`config.mk`:
```
export PLATFORM = sky130hd
export DESIGN_NAME = ocl_example_top
export DESIGN_NICKNAME = d
export VERILOG_FILES = /design/src/ocl_regmap_pkg.sv /design/src/tick_counter_pkg.sv /design/src/example_regs.sv /design/src/ocl_example_top.sv /design/src/ocl_slave.sv /design/src/tick_counter.sv /design/src/vled_status.sv
export SDC_FILE = /design/constraint.sdc
export NUM_CORES = 1
export LEC_CHECK = 0
export BUFFER_PORTS_ARGS = -buffer_cell sky130_fd_sc_hd__buf_4
export CAP_MARGIN = 10
export CELL_PAD_IN_SITES_DETAIL_PLACEMENT = 0
export CELL_PAD_IN_SITES_GLOBAL_PLACEMENT = 1
export CORE_ASPECT_RATIO = 0.9
export CORE_UTILIZATION = 33
export DETAILED_ROUTE_END_ITERATION = 8
export GPL_TIMING_DRIVEN = 0
export PLACE_DENSITY_LB_ADDON = 0.25
export SYNTH_ARGS = -nofsm -noshare
export SYNTH_HDL_FRONTEND = slang
export SYNTH_SLANG_ARGS = --single-unit
```
`constraint.sdc`:
```
create_clock -name clk_main_a0 -period 6.2 [get_ports clk_main_a0]
set_input_delay 0.62 -clock clk_main_a0 [delete_from_list [all_inputs] [get_ports clk_main_a0]]
set_output_delay 0.62 -clock clk_main_a0 [all_outputs]
set_load 0.05 [all_outputs]
```
`src/ocl_regmap_pkg.sv`:
```
// Bus types, register map, control-bit positions, response code and unimplemented value
`default_nettype none

package ocl_regmap_pkg;

  // ------------------------------
  // Bus types
  // ------------------------------
  typedef logic [31:0] ocl_addr_t;
  typedef logic [31:0] ocl_data_t;
  typedef logic [1:0]  ocl_resp_t;
  typedef logic [15:0] vled_t;

  // Only response ever returned
  localparam ocl_resp_t RESP_OKAY = 2'b00;

  // ------------------------------
  // Register map
  // ------------------------------
  localparam ocl_addr_t EXAMPLE_REG_ADDR = 32'h0000_0500;
  localparam ocl_addr_t VLED_REG_ADDR    = 32'h0000_0504;
  localparam ocl_addr_t CNT_CTRL_ADDR    = 32'h0000_0510;
  localparam ocl_addr_t CNT_TICK_ADDR    = 32'h0000_0514;
  localparam ocl_addr_t CNT_LOAD_ADDR    = 32'h0000_0518;
  localparam ocl_addr_t CNT_WMARK_ADDR   = 32'h0000_051C;
  localparam ocl_addr_t CNT_STATUS_ADDR  = 32'h0000_0520;

  // Counter control word, held bits first, then self-clearing strobes
  localparam int unsigned CTRL_ENABLE_BIT  = 0;
  localparam int unsigned CTRL_ONESHOT_BIT = 1;
  localparam int unsigned CTRL_CLEAR_BIT   = 2;
  localparam int unsigned CTRL_LOAD_BIT    = 3;

  // Marker for reads outside the map
  localparam ocl_data_t UNIMPL_VALUE = 32'hDEAD_BEEF;

endpackage

`default_nettype wire

```
`src/tick_counter_pkg.sv`:
```
// Counter and prescaler widths, their types and the counter maximum
`default_nettype none

package tick_counter_pkg;

  // ------------------------------
  // Widths
  // ------------------------------
  localparam int unsigned COUNT_W = 16;
  localparam int unsigned TICK_W  = 8;

  // Main counter and prescaler values
  typedef logic [COUNT_W-1:0] count_t;
  typedef logic [TICK_W-1:0]  tick_t;

  // Saturation point in one-shot mode
  localparam count_t COUNT_MAX = '1;

endpackage

`default_nettype wire

```
`src/example_regs.sv`:
```
// Example and counter-configuration registers with the read-data multiplexer
`timescale 1ns/10ps
`default_nettype none

module example_regs
  import ocl_regmap_pkg::*;
  import tick_counter_pkg::*;
(
  input  logic      clk_main_a0,
  input  logic      rst_main_n_sync,
  // Strobes from the bus target
  input  logic      wr_stb,
  input  ocl_addr_t wr_addr,
  input  ocl_data_t wr_data,
  input  logic      rd_stb,
  input  ocl_addr_t rd_addr,
  output ocl_data_t rd_data,
  // LED path
  output vled_t     example_low,
  input  vled_t     vled_q,
  // Counter control
  output logic      cnt_enable,
  output logic      cnt_oneshot,
  output logic      cnt_clear,
  output logic      cnt_load,
  output tick_t     tick_value,
  output count_t    load_value,
  output count_t    watermark,
  // Counter status
  input  count_t    count,
  input  tick_t     tick_count,
  input  logic      ge_watermark
);

  ocl_data_t example_q;
  ocl_data_t example_mult;
  ocl_data_t rd_word;
  logic      wr_ctrl;

  assign example_low = example_q[15:0];
  assign wr_ctrl     = wr_stb && (wr_addr == CNT_CTRL_ADDR);

  // Low half times high half, both zero-extended
  assign example_mult = {16'h0000, example_q[15:0]} * {16'h0000, example_q[31:16]};

  // ------------------------------
  // Write decode
  // ------------------------------
  always_ff @(posedge clk_main_a0) begin
    if (!rst_main_n_sync) begin
      example_q   <= '0;
      cnt_enable  <= 1'b0;
      cnt_oneshot <= 1'b0;
      cnt_clear   <= 1'b0;
      cnt_load    <= 1'b0;
      tick_value  <= '0;
      load_value  <= '0;
      watermark   <= '0;
    end else begin
      // Clear and load last one cycle
      cnt_clear <= wr_ctrl & wr_data[CTRL_CLEAR_BIT];
      cnt_load  <= wr_ctrl & wr_data[CTRL_LOAD_BIT];
      if (wr_ctrl) begin
        cnt_enable  <= wr_data[CTRL_ENABLE_BIT];
        cnt_oneshot <= wr_data[CTRL_ONESHOT_BIT];
      end
      if (wr_stb && (wr_addr == EXAMPLE_REG_ADDR)) begin
        example_q <= wr_data;
      end
      if (wr_stb && (wr_addr == CNT_TICK_ADDR)) begin
        tick_value <= wr_data[$bits(tick_t)-1:0];
      end
      if (wr_stb && (wr_addr == CNT_LOAD_ADDR)) begin
        load_value <= wr_data[$bits(count_t)-1:0];
      end
      if (wr_stb && (wr_addr == CNT_WMARK_ADDR)) begin
        watermark <= wr_data[$bits(count_t)-1:0];
      end
    end
  end

  // ------------------------------
  // Read multiplexer
  // ------------------------------
  always_comb begin
    rd_word = '0;
    case (rd_addr)
      EXAMPLE_REG_ADDR: rd_word = example_mult;
      VLED_REG_ADDR:    rd_word = {16'h0000, vled_q};
      CNT_CTRL_ADDR: begin
        // Strobes read back as zero
        rd_word[CTRL_ENABLE_BIT]  = cnt_enable;
        rd_word[CTRL_ONESHOT_BIT] = cnt_oneshot;
      end
      CNT_TICK_ADDR:    rd_word = {24'h00_0000, tick_value};
      CNT_LOAD_ADDR:    rd_word = {16'h0000, load_value};
      CNT_WMARK_ADDR:   rd_word = {16'h0000, watermark};
      // Watermark flag, prescaler, then count
      CNT_STATUS_ADDR:  rd_word = {7'h00, ge_watermark, tick_count, count};
      default:          rd_word = UNIMPL_VALUE;
    endcase
  end

  // Sampled one cycle after the strobe
  always_ff @(posedge clk_main_a0) begin
    if (rd_stb) begin
      rd_data <= rd_word;
    end
  end

endmodule

`default_nettype wire

```
`src/ocl_example_top.sv`:
```
// Top level joining the AXI4-Lite target, register block, LED path and counter
`timescale 1ns/10ps
`default_nettype none

module ocl_example_top
  import ocl_regmap_pkg::*;
  import tick_counter_pkg::*;
(
  input  logic      clk_main_a0,
  input  logic      rst_main_n_sync,
  input  logic      awvalid,
  input  ocl_addr_t awaddr,
  output logic      awready,
  input  logic      wvalid,
  input  ocl_data_t wdata,
  output logic      wready,
  output logic      bvalid,
  output ocl_resp_t bresp,
  input  logic      bready,
  input  logic      arvalid,
  input  ocl_addr_t araddr,
  output logic      arready,
  output logic      rvalid,
  output ocl_data_t rdata,
  output ocl_resp_t rresp,
  input  logic      rready,
  input  vled_t     status_vdip,
  output vled_t     status_vled
);

  // ------------------------------
  // Internal strobes and status
  // ------------------------------
  logic      wr_stb;
  ocl_addr_t wr_addr;
  ocl_data_t wr_data;
  logic      rd_stb;
  ocl_addr_t rd_addr;
  ocl_data_t rd_data;
  vled_t     example_low;
  vled_t     vled_q;
  logic      cnt_enable;
  logic      cnt_oneshot;
  logic      cnt_clear;
  logic      cnt_load;
  tick_t     tick_value;
  count_t    load_value;
  count_t    watermark;
  count_t    count;
  tick_t     tick_count;
  logic      ge_watermark;

  // Bus target
  ocl_slave u_ocl_slave (
    .clk_main_a0     (clk_main_a0),
    .rst_main_n_sync (rst_main_n_sync),
    .awvalid         (awvalid),
    .awaddr          (awaddr),
    .awready         (awready),
    .wvalid          (wvalid),
    .wdata           (wdata),
    .wready          (wready),
    .bvalid          (bvalid),
    .bresp           (bresp),
    .bready          (bready),
    .arvalid         (arvalid),
    .araddr          (araddr),
    .arready         (arready),
    .rvalid          (rvalid),
    .rdata           (rdata),
    .rresp           (rresp),
    .rready          (rready),
    .wr_stb          (wr_stb),
    .wr_addr         (wr_addr),
    .wr_data         (wr_data),
    .rd_stb          (rd_stb),
    .rd_addr         (rd_addr),
    .rd_data         (rd_data)
  );

  // Register block
  example_regs u_example_regs (
    .clk_main_a0     (clk_main_a0),
    .rst_main_n_sync (rst_main_n_sync),
    .wr_stb          (wr_stb),
    .wr_addr         (wr_addr),
    .wr_data         (wr_data),
    .rd_stb          (rd_stb),
    .rd_addr         (rd_addr),
    .rd_data         (rd_data),
    .example_low     (example_low),
    .vled_q          (vled_q),
    .cnt_enable      (cnt_enable),
    .cnt_oneshot     (cnt_oneshot),
    .cnt_clear       (cnt_clear),
    .cnt_load        (cnt_load),
    .tick_value      (tick_value),
    .load_value      (load_value),
    .watermark       (watermark),
    .count           (count),
    .tick_count      (tick_count),
    .ge_watermark    (ge_watermark)
  );

  // Virtual LEDs
  vled_status u_vled_status (
    .clk_main_a0     (clk_main_a0),
    .rst_main_n_sync (rst_main_n_sync),
    .example_low     (example_low),
    .status_vdip     (status_vdip),
    .vled_q          (vled_q),
    .status_vled     (status_vled)
  );

  // Prescaled counter
  tick_counter u_tick_counter (
    .clk_main_a0     (clk_main_a0),
    .rst_main_n_sync (rst_main_n_sync),
    .cnt_enable      (cnt_enable),
    .cnt_oneshot     (cnt_oneshot),
    .cnt_clear       (cnt_clear),
    .cnt_load        (cnt_load),
    .tick_value      (tick_value),
    .load_value      (load_value),
    .watermark       (watermark),
    .count           (count),
    .tick_count      (tick_count),
    .ge_watermark    (ge_watermark)
  );

endmodule

`default_nettype wire

```
`src/ocl_slave.sv`:
```
// AXI4-Lite single-beat target producing internal write and read strobes
`timescale 1ns/10ps
`default_nettype none

module ocl_slave
  import ocl_regmap_pkg::*;
(
  input  logic      clk_main_a0,
  input  logic      rst_main_n_sync,
  // Write address
  input  logic      awvalid,
  input  ocl_addr_t awaddr,
  output logic      awready,
  // Write data
  input  logic      wvalid,
  input  ocl_data_t wdata,
  output logic      wready,
  // Write response
  output logic      bvalid,
  output ocl_resp_t bresp,
  input  logic      bready,
  // Read address
  input  logic      arvalid,
  input  ocl_addr_t araddr,
  output logic      arready,
  // Read data
  output logic      rvalid,
  output ocl_data_t rdata,
  output ocl_resp_t rresp,
  input  logic      rready,
  // Register block side
  output logic      wr_stb,
  output ocl_addr_t wr_addr,
  output ocl_data_t wr_data,
  output logic      rd_stb,
  output ocl_addr_t rd_addr,
  input  ocl_data_t rd_data
);

  // ------------------------------
  // Write path
  // ------------------------------
  logic      wr_active;
  ocl_addr_t wr_addr_q;

  // One write outstanding, released by the b handshake
  assign awready = ~wr_active;
  // Data accepted once per write, never while the response waits
  assign wready  = wr_active & ~bvalid & wvalid;
  assign wr_stb  = wvalid & wready;
  assign wr_addr = wr_addr_q;
  assign wr_data = wdata;
  assign bresp   = RESP_OKAY;

  always_ff @(posedge clk_main_a0) begin
    if (!rst_main_n_sync) begin
      wr_active <= 1'b0;
      bvalid    <= 1'b0;
    end else begin
      if (awvalid && awready) begin
        wr_active <= 1'b1;
      end else if (bvalid && bready) begin
        wr_active <= 1'b0;
      end
      // Response one cycle after the data beat
      if (wr_stb) begin
        bvalid <= 1'b1;
      end else if (bready) begin
        bvalid <= 1'b0;
      end
    end
  end

  // Address capture at the aw handshake
  always_ff @(posedge clk_main_a0) begin
    if (awvalid && awready) begin
      wr_addr_q <= awaddr;
    end
  end

  // ------------------------------
  // Read path
  // ------------------------------
  logic      rd_pend;
  logic      rd_stb_q;
  logic      rd_fill;
  ocl_addr_t rd_addr_q;

  assign arready = ~rd_pend;
  assign rd_stb  = rd_stb_q;
  assign rd_addr = rd_addr_q;
  assign rresp   = RESP_OKAY;

  always_ff @(posedge clk_main_a0) begin
    if (!rst_main_n_sync) begin
      rd_pend  <= 1'b0;
      rd_stb_q <= 1'b0;
      rd_fill  <= 1'b0;
      rvalid   <= 1'b0;
    end else begin
      // Strobe in the cycle after ar, data ready one cycle later
      rd_stb_q <= arvalid & arready;
      rd_fill  <= rd_stb_q;
      if (arvalid && arready) begin
        rd_pend <= 1'b1;
      end else if (rvalid && rready) begin
        rd_pend <= 1'b0;
      end
      if (rd_fill) begin
        rvalid <= 1'b1;
      end else if (rready) begin
        rvalid <= 1'b0;
      end
    end
  end

  always_ff @(posedge clk_main_a0) begin
    if (arvalid && arready) begin
      rd_addr_q <= araddr;
    end
    // Read word held until the next read fills it
    if (rd_fill) begin
      rdata <= rd_data;
    end
  end

  // ------------------------------
  // Response hold checks
  // ------------------------------
  a_bvalid_hold : assert property (@(posedge clk_main_a0) disable iff (!rst_main_n_sync)
    bvalid && !bready |=> bvalid && $stable(bresp));

  a_rvalid_hold : assert property (@(posedge clk_main_a0) disable iff (!rst_main_n_sync)
    rvalid && !rready |=> rvalid && $stable(rdata) && $stable(rresp));

endmodule

`default_nettype wire

```
`src/tick_counter.sv`:
```
// Prescaled 16-bit counter with clear, load, one-shot and watermark compare
`timescale 1ns/10ps
`default_nettype none

module tick_counter
  import tick_counter_pkg::*;
(
  input  logic   clk_main_a0,
  input  logic   rst_main_n_sync,
  input  logic   cnt_enable,
  input  logic   cnt_oneshot,
  input  logic   cnt_clear,
  input  logic   cnt_load,
  input  tick_t  tick_value,
  input  count_t load_value,
  input  count_t watermark,
  output count_t count,
  output tick_t  tick_count,
  output logic   ge_watermark
);

  logic tick_wrap;
  logic cnt_hold;

  // Prescaler reached its limit this cycle
  assign tick_wrap = cnt_enable && (tick_count >= tick_value);
  // One-shot saturates instead of wrapping
  assign cnt_hold  = cnt_oneshot && (count == COUNT_MAX);

  always_ff @(posedge clk_main_a0) begin
    if (!rst_main_n_sync) begin
      count        <= '0;
      tick_count   <= '0;
      ge_watermark <= 1'b0;
    end else begin
      ge_watermark <= (count >= watermark);
      // Clear wins over everything
      if (cnt_clear) begin
        tick_count <= '0;
      end else if (tick_wrap) begin
        tick_count <= '0;
      end else if (cnt_enable) begin
        tick_count <= tick_count + 1'b1;
      end
      if (cnt_clear) begin
        count <= '0;
      end else if (cnt_load) begin
        count <= load_value;
      end else if (tick_wrap && !cnt_hold) begin
        count <= count + 1'b1;
      end
    end
  end

  // ------------------------------
  // One-shot never rolls over
  // ------------------------------
  a_oneshot_sat : assert property (@(posedge clk_main_a0) disable iff (!rst_main_n_sync)
    cnt_oneshot && (count == COUNT_MAX) && !cnt_clear && !cnt_load |=> count != '0);

endmodule

`default_nettype wire

```
`src/vled_status.sv`:
```
// DIP-switch synchronizer, LED shadow register and masked LED output
`timescale 1ns/10ps
`default_nettype none

module vled_status
  import ocl_regmap_pkg::*;
(
  input  logic  clk_main_a0,
  input  logic  rst_main_n_sync,
  input  vled_t example_low,
  input  vled_t status_vdip,
  output vled_t vled_q,
  output vled_t status_vled
);

  // Two-flop synchronizer stages
  vled_t vdip_q;
  vled_t vdip_q2;

  always_ff @(posedge clk_main_a0) begin
    if (!rst_main_n_sync) begin
      vdip_q      <= '0;
      vdip_q2     <= '0;
      vled_q      <= '0;
      status_vled <= '0;
    end else begin
      vdip_q      <= status_vdip;
      vdip_q2     <= vdip_q;
      // LED register shadows the example low half
      vled_q      <= example_low;
      // LEDs lit only where the DIP switch is on
      status_vled <= vled_q & vdip_q2;
    end
  end

endmodule

`default_nettype wire
```
==> results.sh <==
export IMPL_status="complete, but fails checks"
export IMPL_violations="design-rule violations"
export IMPL_setup_ws_ns=0.154
export IMPL_power_density_nw_per_um2=179
export IMPL_root_buffer="clkbuf_16"
export IMPL_place_hpwl_mm=49.4
export IMPL_initial_core_util_pct=33.7
export IMPL_netlist_area_um2=19900
export IMPL_synth_cells=1988
export IMPL_area_growth_pct=20.8
export IMPL_multi_input_area_um2=11400
export IMPL_synth_seq_cells=299
export IMPL_reg2reg_depth=17
export IMPL_cts_sink_count=299
export IMPL_design_die_area_um2=61200
export IMPL_cts_htree_levels=2
export IMPL_grt_start_max_net_pins=34
export IMPL_path_clk_slew_ns=0.06
export IMPL_leakage_nw=10.1
export IMPL_vias=14900
export IMPL_wirelength_mm=61.2
export IMPL_via_per_inst=4.92
export IMPL_dieHeight_um=235
export IMPL_antenna_found_initial=0
export IMPL_hold_viol_final=0
export IMPL_synth_top_family_by_area="adder cells"
export IMPL_synth_adder_area_share_pct=27.7
export IMPL_ys_flop_type="dfxtp_1"
export IMPL_tightest_slew_ns=0.980
export IMPL_startpoint="u_example_regs.example_q[30]"
export IMPL_synth_cell_types=70
export IMPL_finClkSkew_ns=0.0335
export IMPL_instances_no_fill=3020
export IMPL_post_place_ws_ns=-0.965
export IMPL_synthTopCellsByArea="fa_1 (20%), edfxtp_1 (19%), dfxtp_1 (17%)"
export IMPL_synthSimpleGateAreaFrac_pct=16.4
export IMPL_ctsLongestPathBuffers=3
export IMPL_drt_iter0_drc=1002
export IMPL_muxShareOfSynthArea_pct=0.611
export IMPL_crit_type="reg -> reg"
export IMPL_peakVddDrop_v=0.000171
export IMPL_arrival_ns=6.32
export IMPL_fillers=5780
export IMPL_drive_above_1_share_pct=16.1
export IMPL_cts_tree="yes"
export IMPL_drv_slew=0
export IMPL_async_flop_share_pct=0
export IMPL_clk_latency_ns=0.55
export IMPL_gr_total_overflow=0
export IMPL_grt_pass1_vias=15400
export IMPL_period_share_pct=97.5
export IMPL_finalSetupViolations=0
export IMPL_wl_per_cell_um=20.2
export IMPL_core_um2=59000
export IMPL_r2r_start="u_example_regs.example_q[30]"
export IMPL_synth_largest_area_cell="fa_1"
export IMPL_die_w_um=261
export IMPL_grt_pass1_wl_mm=94.1
export IMPL_grt_usage_pct=20.4
export IMPL_synth_seq_area_share_pct=36.6
export IMPL_total_power_mw=4.31
export IMPL_synth_top_area_share_pct=19.5
export IMPL_max_cap_violations=0
export IMPL_start_kind="flip-flop"
export IMPL_drtAntennaViolNets=0
export IMPL_rows=84
export IMPL_routabilityCongestion=0.919
export IMPL_diodes=0
export IMPL_drc=15
export IMPL_regToRegSetupSlack_ns=0.15
export IMPL_postSynthAreaPerCell_um2=9.99
export IMPL_io_pins=176
export IMPL_worst_path_max_fanout=10
export IMPL_nNetsFinal=2662
export IMPL_ff_latch_area_um2=7370
export IMPL_dp_cells=2938
export IMPL_synth_xor_area_share_pct=2.12
export IMPL_max_slew_margin_pct=34.5
export IMPL_io_buffers=171
export IMPL_required_ns=6.48
export IMPL_crit_path_end="u_example_regs.rd_data[28]"
export IMPL_yosys_warnings=0
export IMPL_timing_rr_end="u_example_regs.rd_data[28]"
export IMPL_period_needed_ns=6.05
export IMPL_drtPass1Iterations=7
export IMPL_hp_class="in -> reg"
export IMPL_cts_buffers=35
export IMPL_synth_compound_area_share_pct=9.57
export IMPL_clock_fmax_mhz=165
export IMPL_synth_edf_count=128
export IMPL_end_kind="flip-flop"
where the power goes:
group          leakage, nW  switching, mW  internal (mW)
Clock                0.555          0.830           1.19
Sequential            2.58         0.0193           2.09
Combinational         7.02         0.0973         0.0777
how the worst min path moves through the flow:
stage                                from                     end  slack, ns  cells after the start
4_1_cts                         awaddr[3]  u_ocl_slave.wr_addr[3]       0.22                      1
5_1_grt                         awaddr[9]  u_ocl_slave.wr_addr[9]       0.22                      1
3_5_place_dp    u_example_regs.rd_data[6]    u_ocl_slave.rdata[6]       0.41                      0
2_1_floorplan   u_example_regs.rd_data[0]    u_ocl_slave.rdata[0]       0.40                      0
3_3_place_gp   u_example_regs.rd_data[21]   u_ocl_slave.rdata[21]       0.41                      0
6_report                        araddr[3]  u_ocl_slave.rd_addr[3]       0.25                      1
synth_stat cells (2+ instances only):
master / n
a211oi_1: 8
a21boi_0: 35
a21o_1: 15
a21oi_1: 57
a221oi_1: 7
a22oi_1: 24
a31oi_1: 12
a41oi_1: 2
and2_1: 167
and3_1: 32
and4_1: 3
buf_1: 4
buf_2: 5
buf_4: 6
clkbuf_1: 77
dfxtp_1: 171
edfxtp_1: 128
fa_1: 194
ha_1: 130
inv_1: 269
mux2i_1: 11
nand2_1: 273
nand2b_1: 9
nand3_1: 54
nand3b_1: 3
nand4_1: 7
nor2_1: 38
nor2b_1: 20
nor3_1: 17
nor3b_1: 2
nor4_1: 13
nor4b_1: 2
o2111ai_1: 2
o211ai_1: 9
o21a_1: 6
o21ai_0: 80
o21bai_1: 4
o221ai_1: 11
o31ai_1: 4
xnor2_1: 35
xor2_1: 13
flip-flops by register name, indices dropped and copies added (netlist names), 8 cells and up:
signal	cells
u_example_regs.example_q	32
u_example_regs.tick_value	8
u_tick_counter.count	16
u_ocl_slave.rd_addr	32
u_example_regs.load_value	16
u_tick_counter.tick_count	8
u_vled_status.status_vled	16
u_example_regs.rd_data	32
u_ocl_slave.rdata	32
u_vled_status.vdip_q	16
u_ocl_slave.wr_addr	32
u_vled_status.vdip_q2	16
u_vled_status.vled_q	16
u_example_regs.watermark	16
final cells by class:
type                       count  area share [%]
buffer                        87            2.51
clock buffer                  50            4.23
clock inverter                14           0.521
inverter                     270            4.22
multi-input combinational   1329            47.5
sequential                   299            30.7
tap                          774            4.03
timing repair buffer         197            6.29
layer usage:
layer | up-vias | share of wire (%) | track usage, %
li1 | 6999 | - | -
met1 | 7352 | 50 | 31.1
met2 | 448 | 41 | 29.3
met3 | 67 | 6.8 | 4.21
met4 | 0 | 1.8 | 4.73
met5 | - | 0 | 0
critical path: stages, from the launching register on:
cell,delay (ns)
dfxtp_2,0.44
buf_4,0.22
nand2_1,0.09
fa_1,0.56
fa_1,0.43
fa_1,0.47
fa_1,0.54
fa_2,0.65
fa_1,0.43
inv_1,0.07
ha_2,0.31
a21o_4,0.25
or3b_2,0.45
a21oi_2,0.16
a41oi_2,0.08
a31oi_1,0.25
xnor2_1,0.15
a21o_1,0.21
placed cells by master, fill, tap and decap left out, types with 14 or more instances in the layout:
cell type,count
a21boi_0,35
ha_1,122
nor2_1,38
clkbuf_1,52
a21oi_1,52
o21ai_0,76
dfxtp_4,26
nor3_1,16
nor2b_1,18
edfxtp_1,128
buf_4,204
clkbuf_8,14
dfxtp_1,139
and2_1,167
a21o_1,14
clkbuf_16,38
nand2_1,273
and3_1,32
fa_1,190
nand3_1,51
inv_1,269
xnor2_1,35
a22oi_1,24
cell families after synthesis:
kind of cell,Yosys count
xor gates and xnor gates,48
muxes,12
buffers and inverters,363
and+or+nand+nor,649
AOI/OAI and AO/OA,292
adders and majority gates,324
other,1
DFF,299
metrics by stage:
step	hold WS (ns)	setup TNS, ns	utilization (%)	area, um2
4_1_cts	0.222	0	40.3	23800
3_3_place_gp	0.408	-11.53	37.5	22100
6_report	0.248	0	40.7	24000
5_1_grt	0.220	-0.00976	40.7	24000
3_5_place_dp	0.407	-11.40	37.6	22200
2_1_floorplan	0.400	0	-	19900
timing repair:
action | in CTS | in global routing
buffers inserted | 9 | 15
endpoints found under the setup margin | 18 | 13
hold endpoints to repair | 0 | 0
hold buffers | 0 | 0
pin swaps | 2 | 21
resized for setup | 135 | 63
Note: power is estimated with default switching activity, not from simulation.
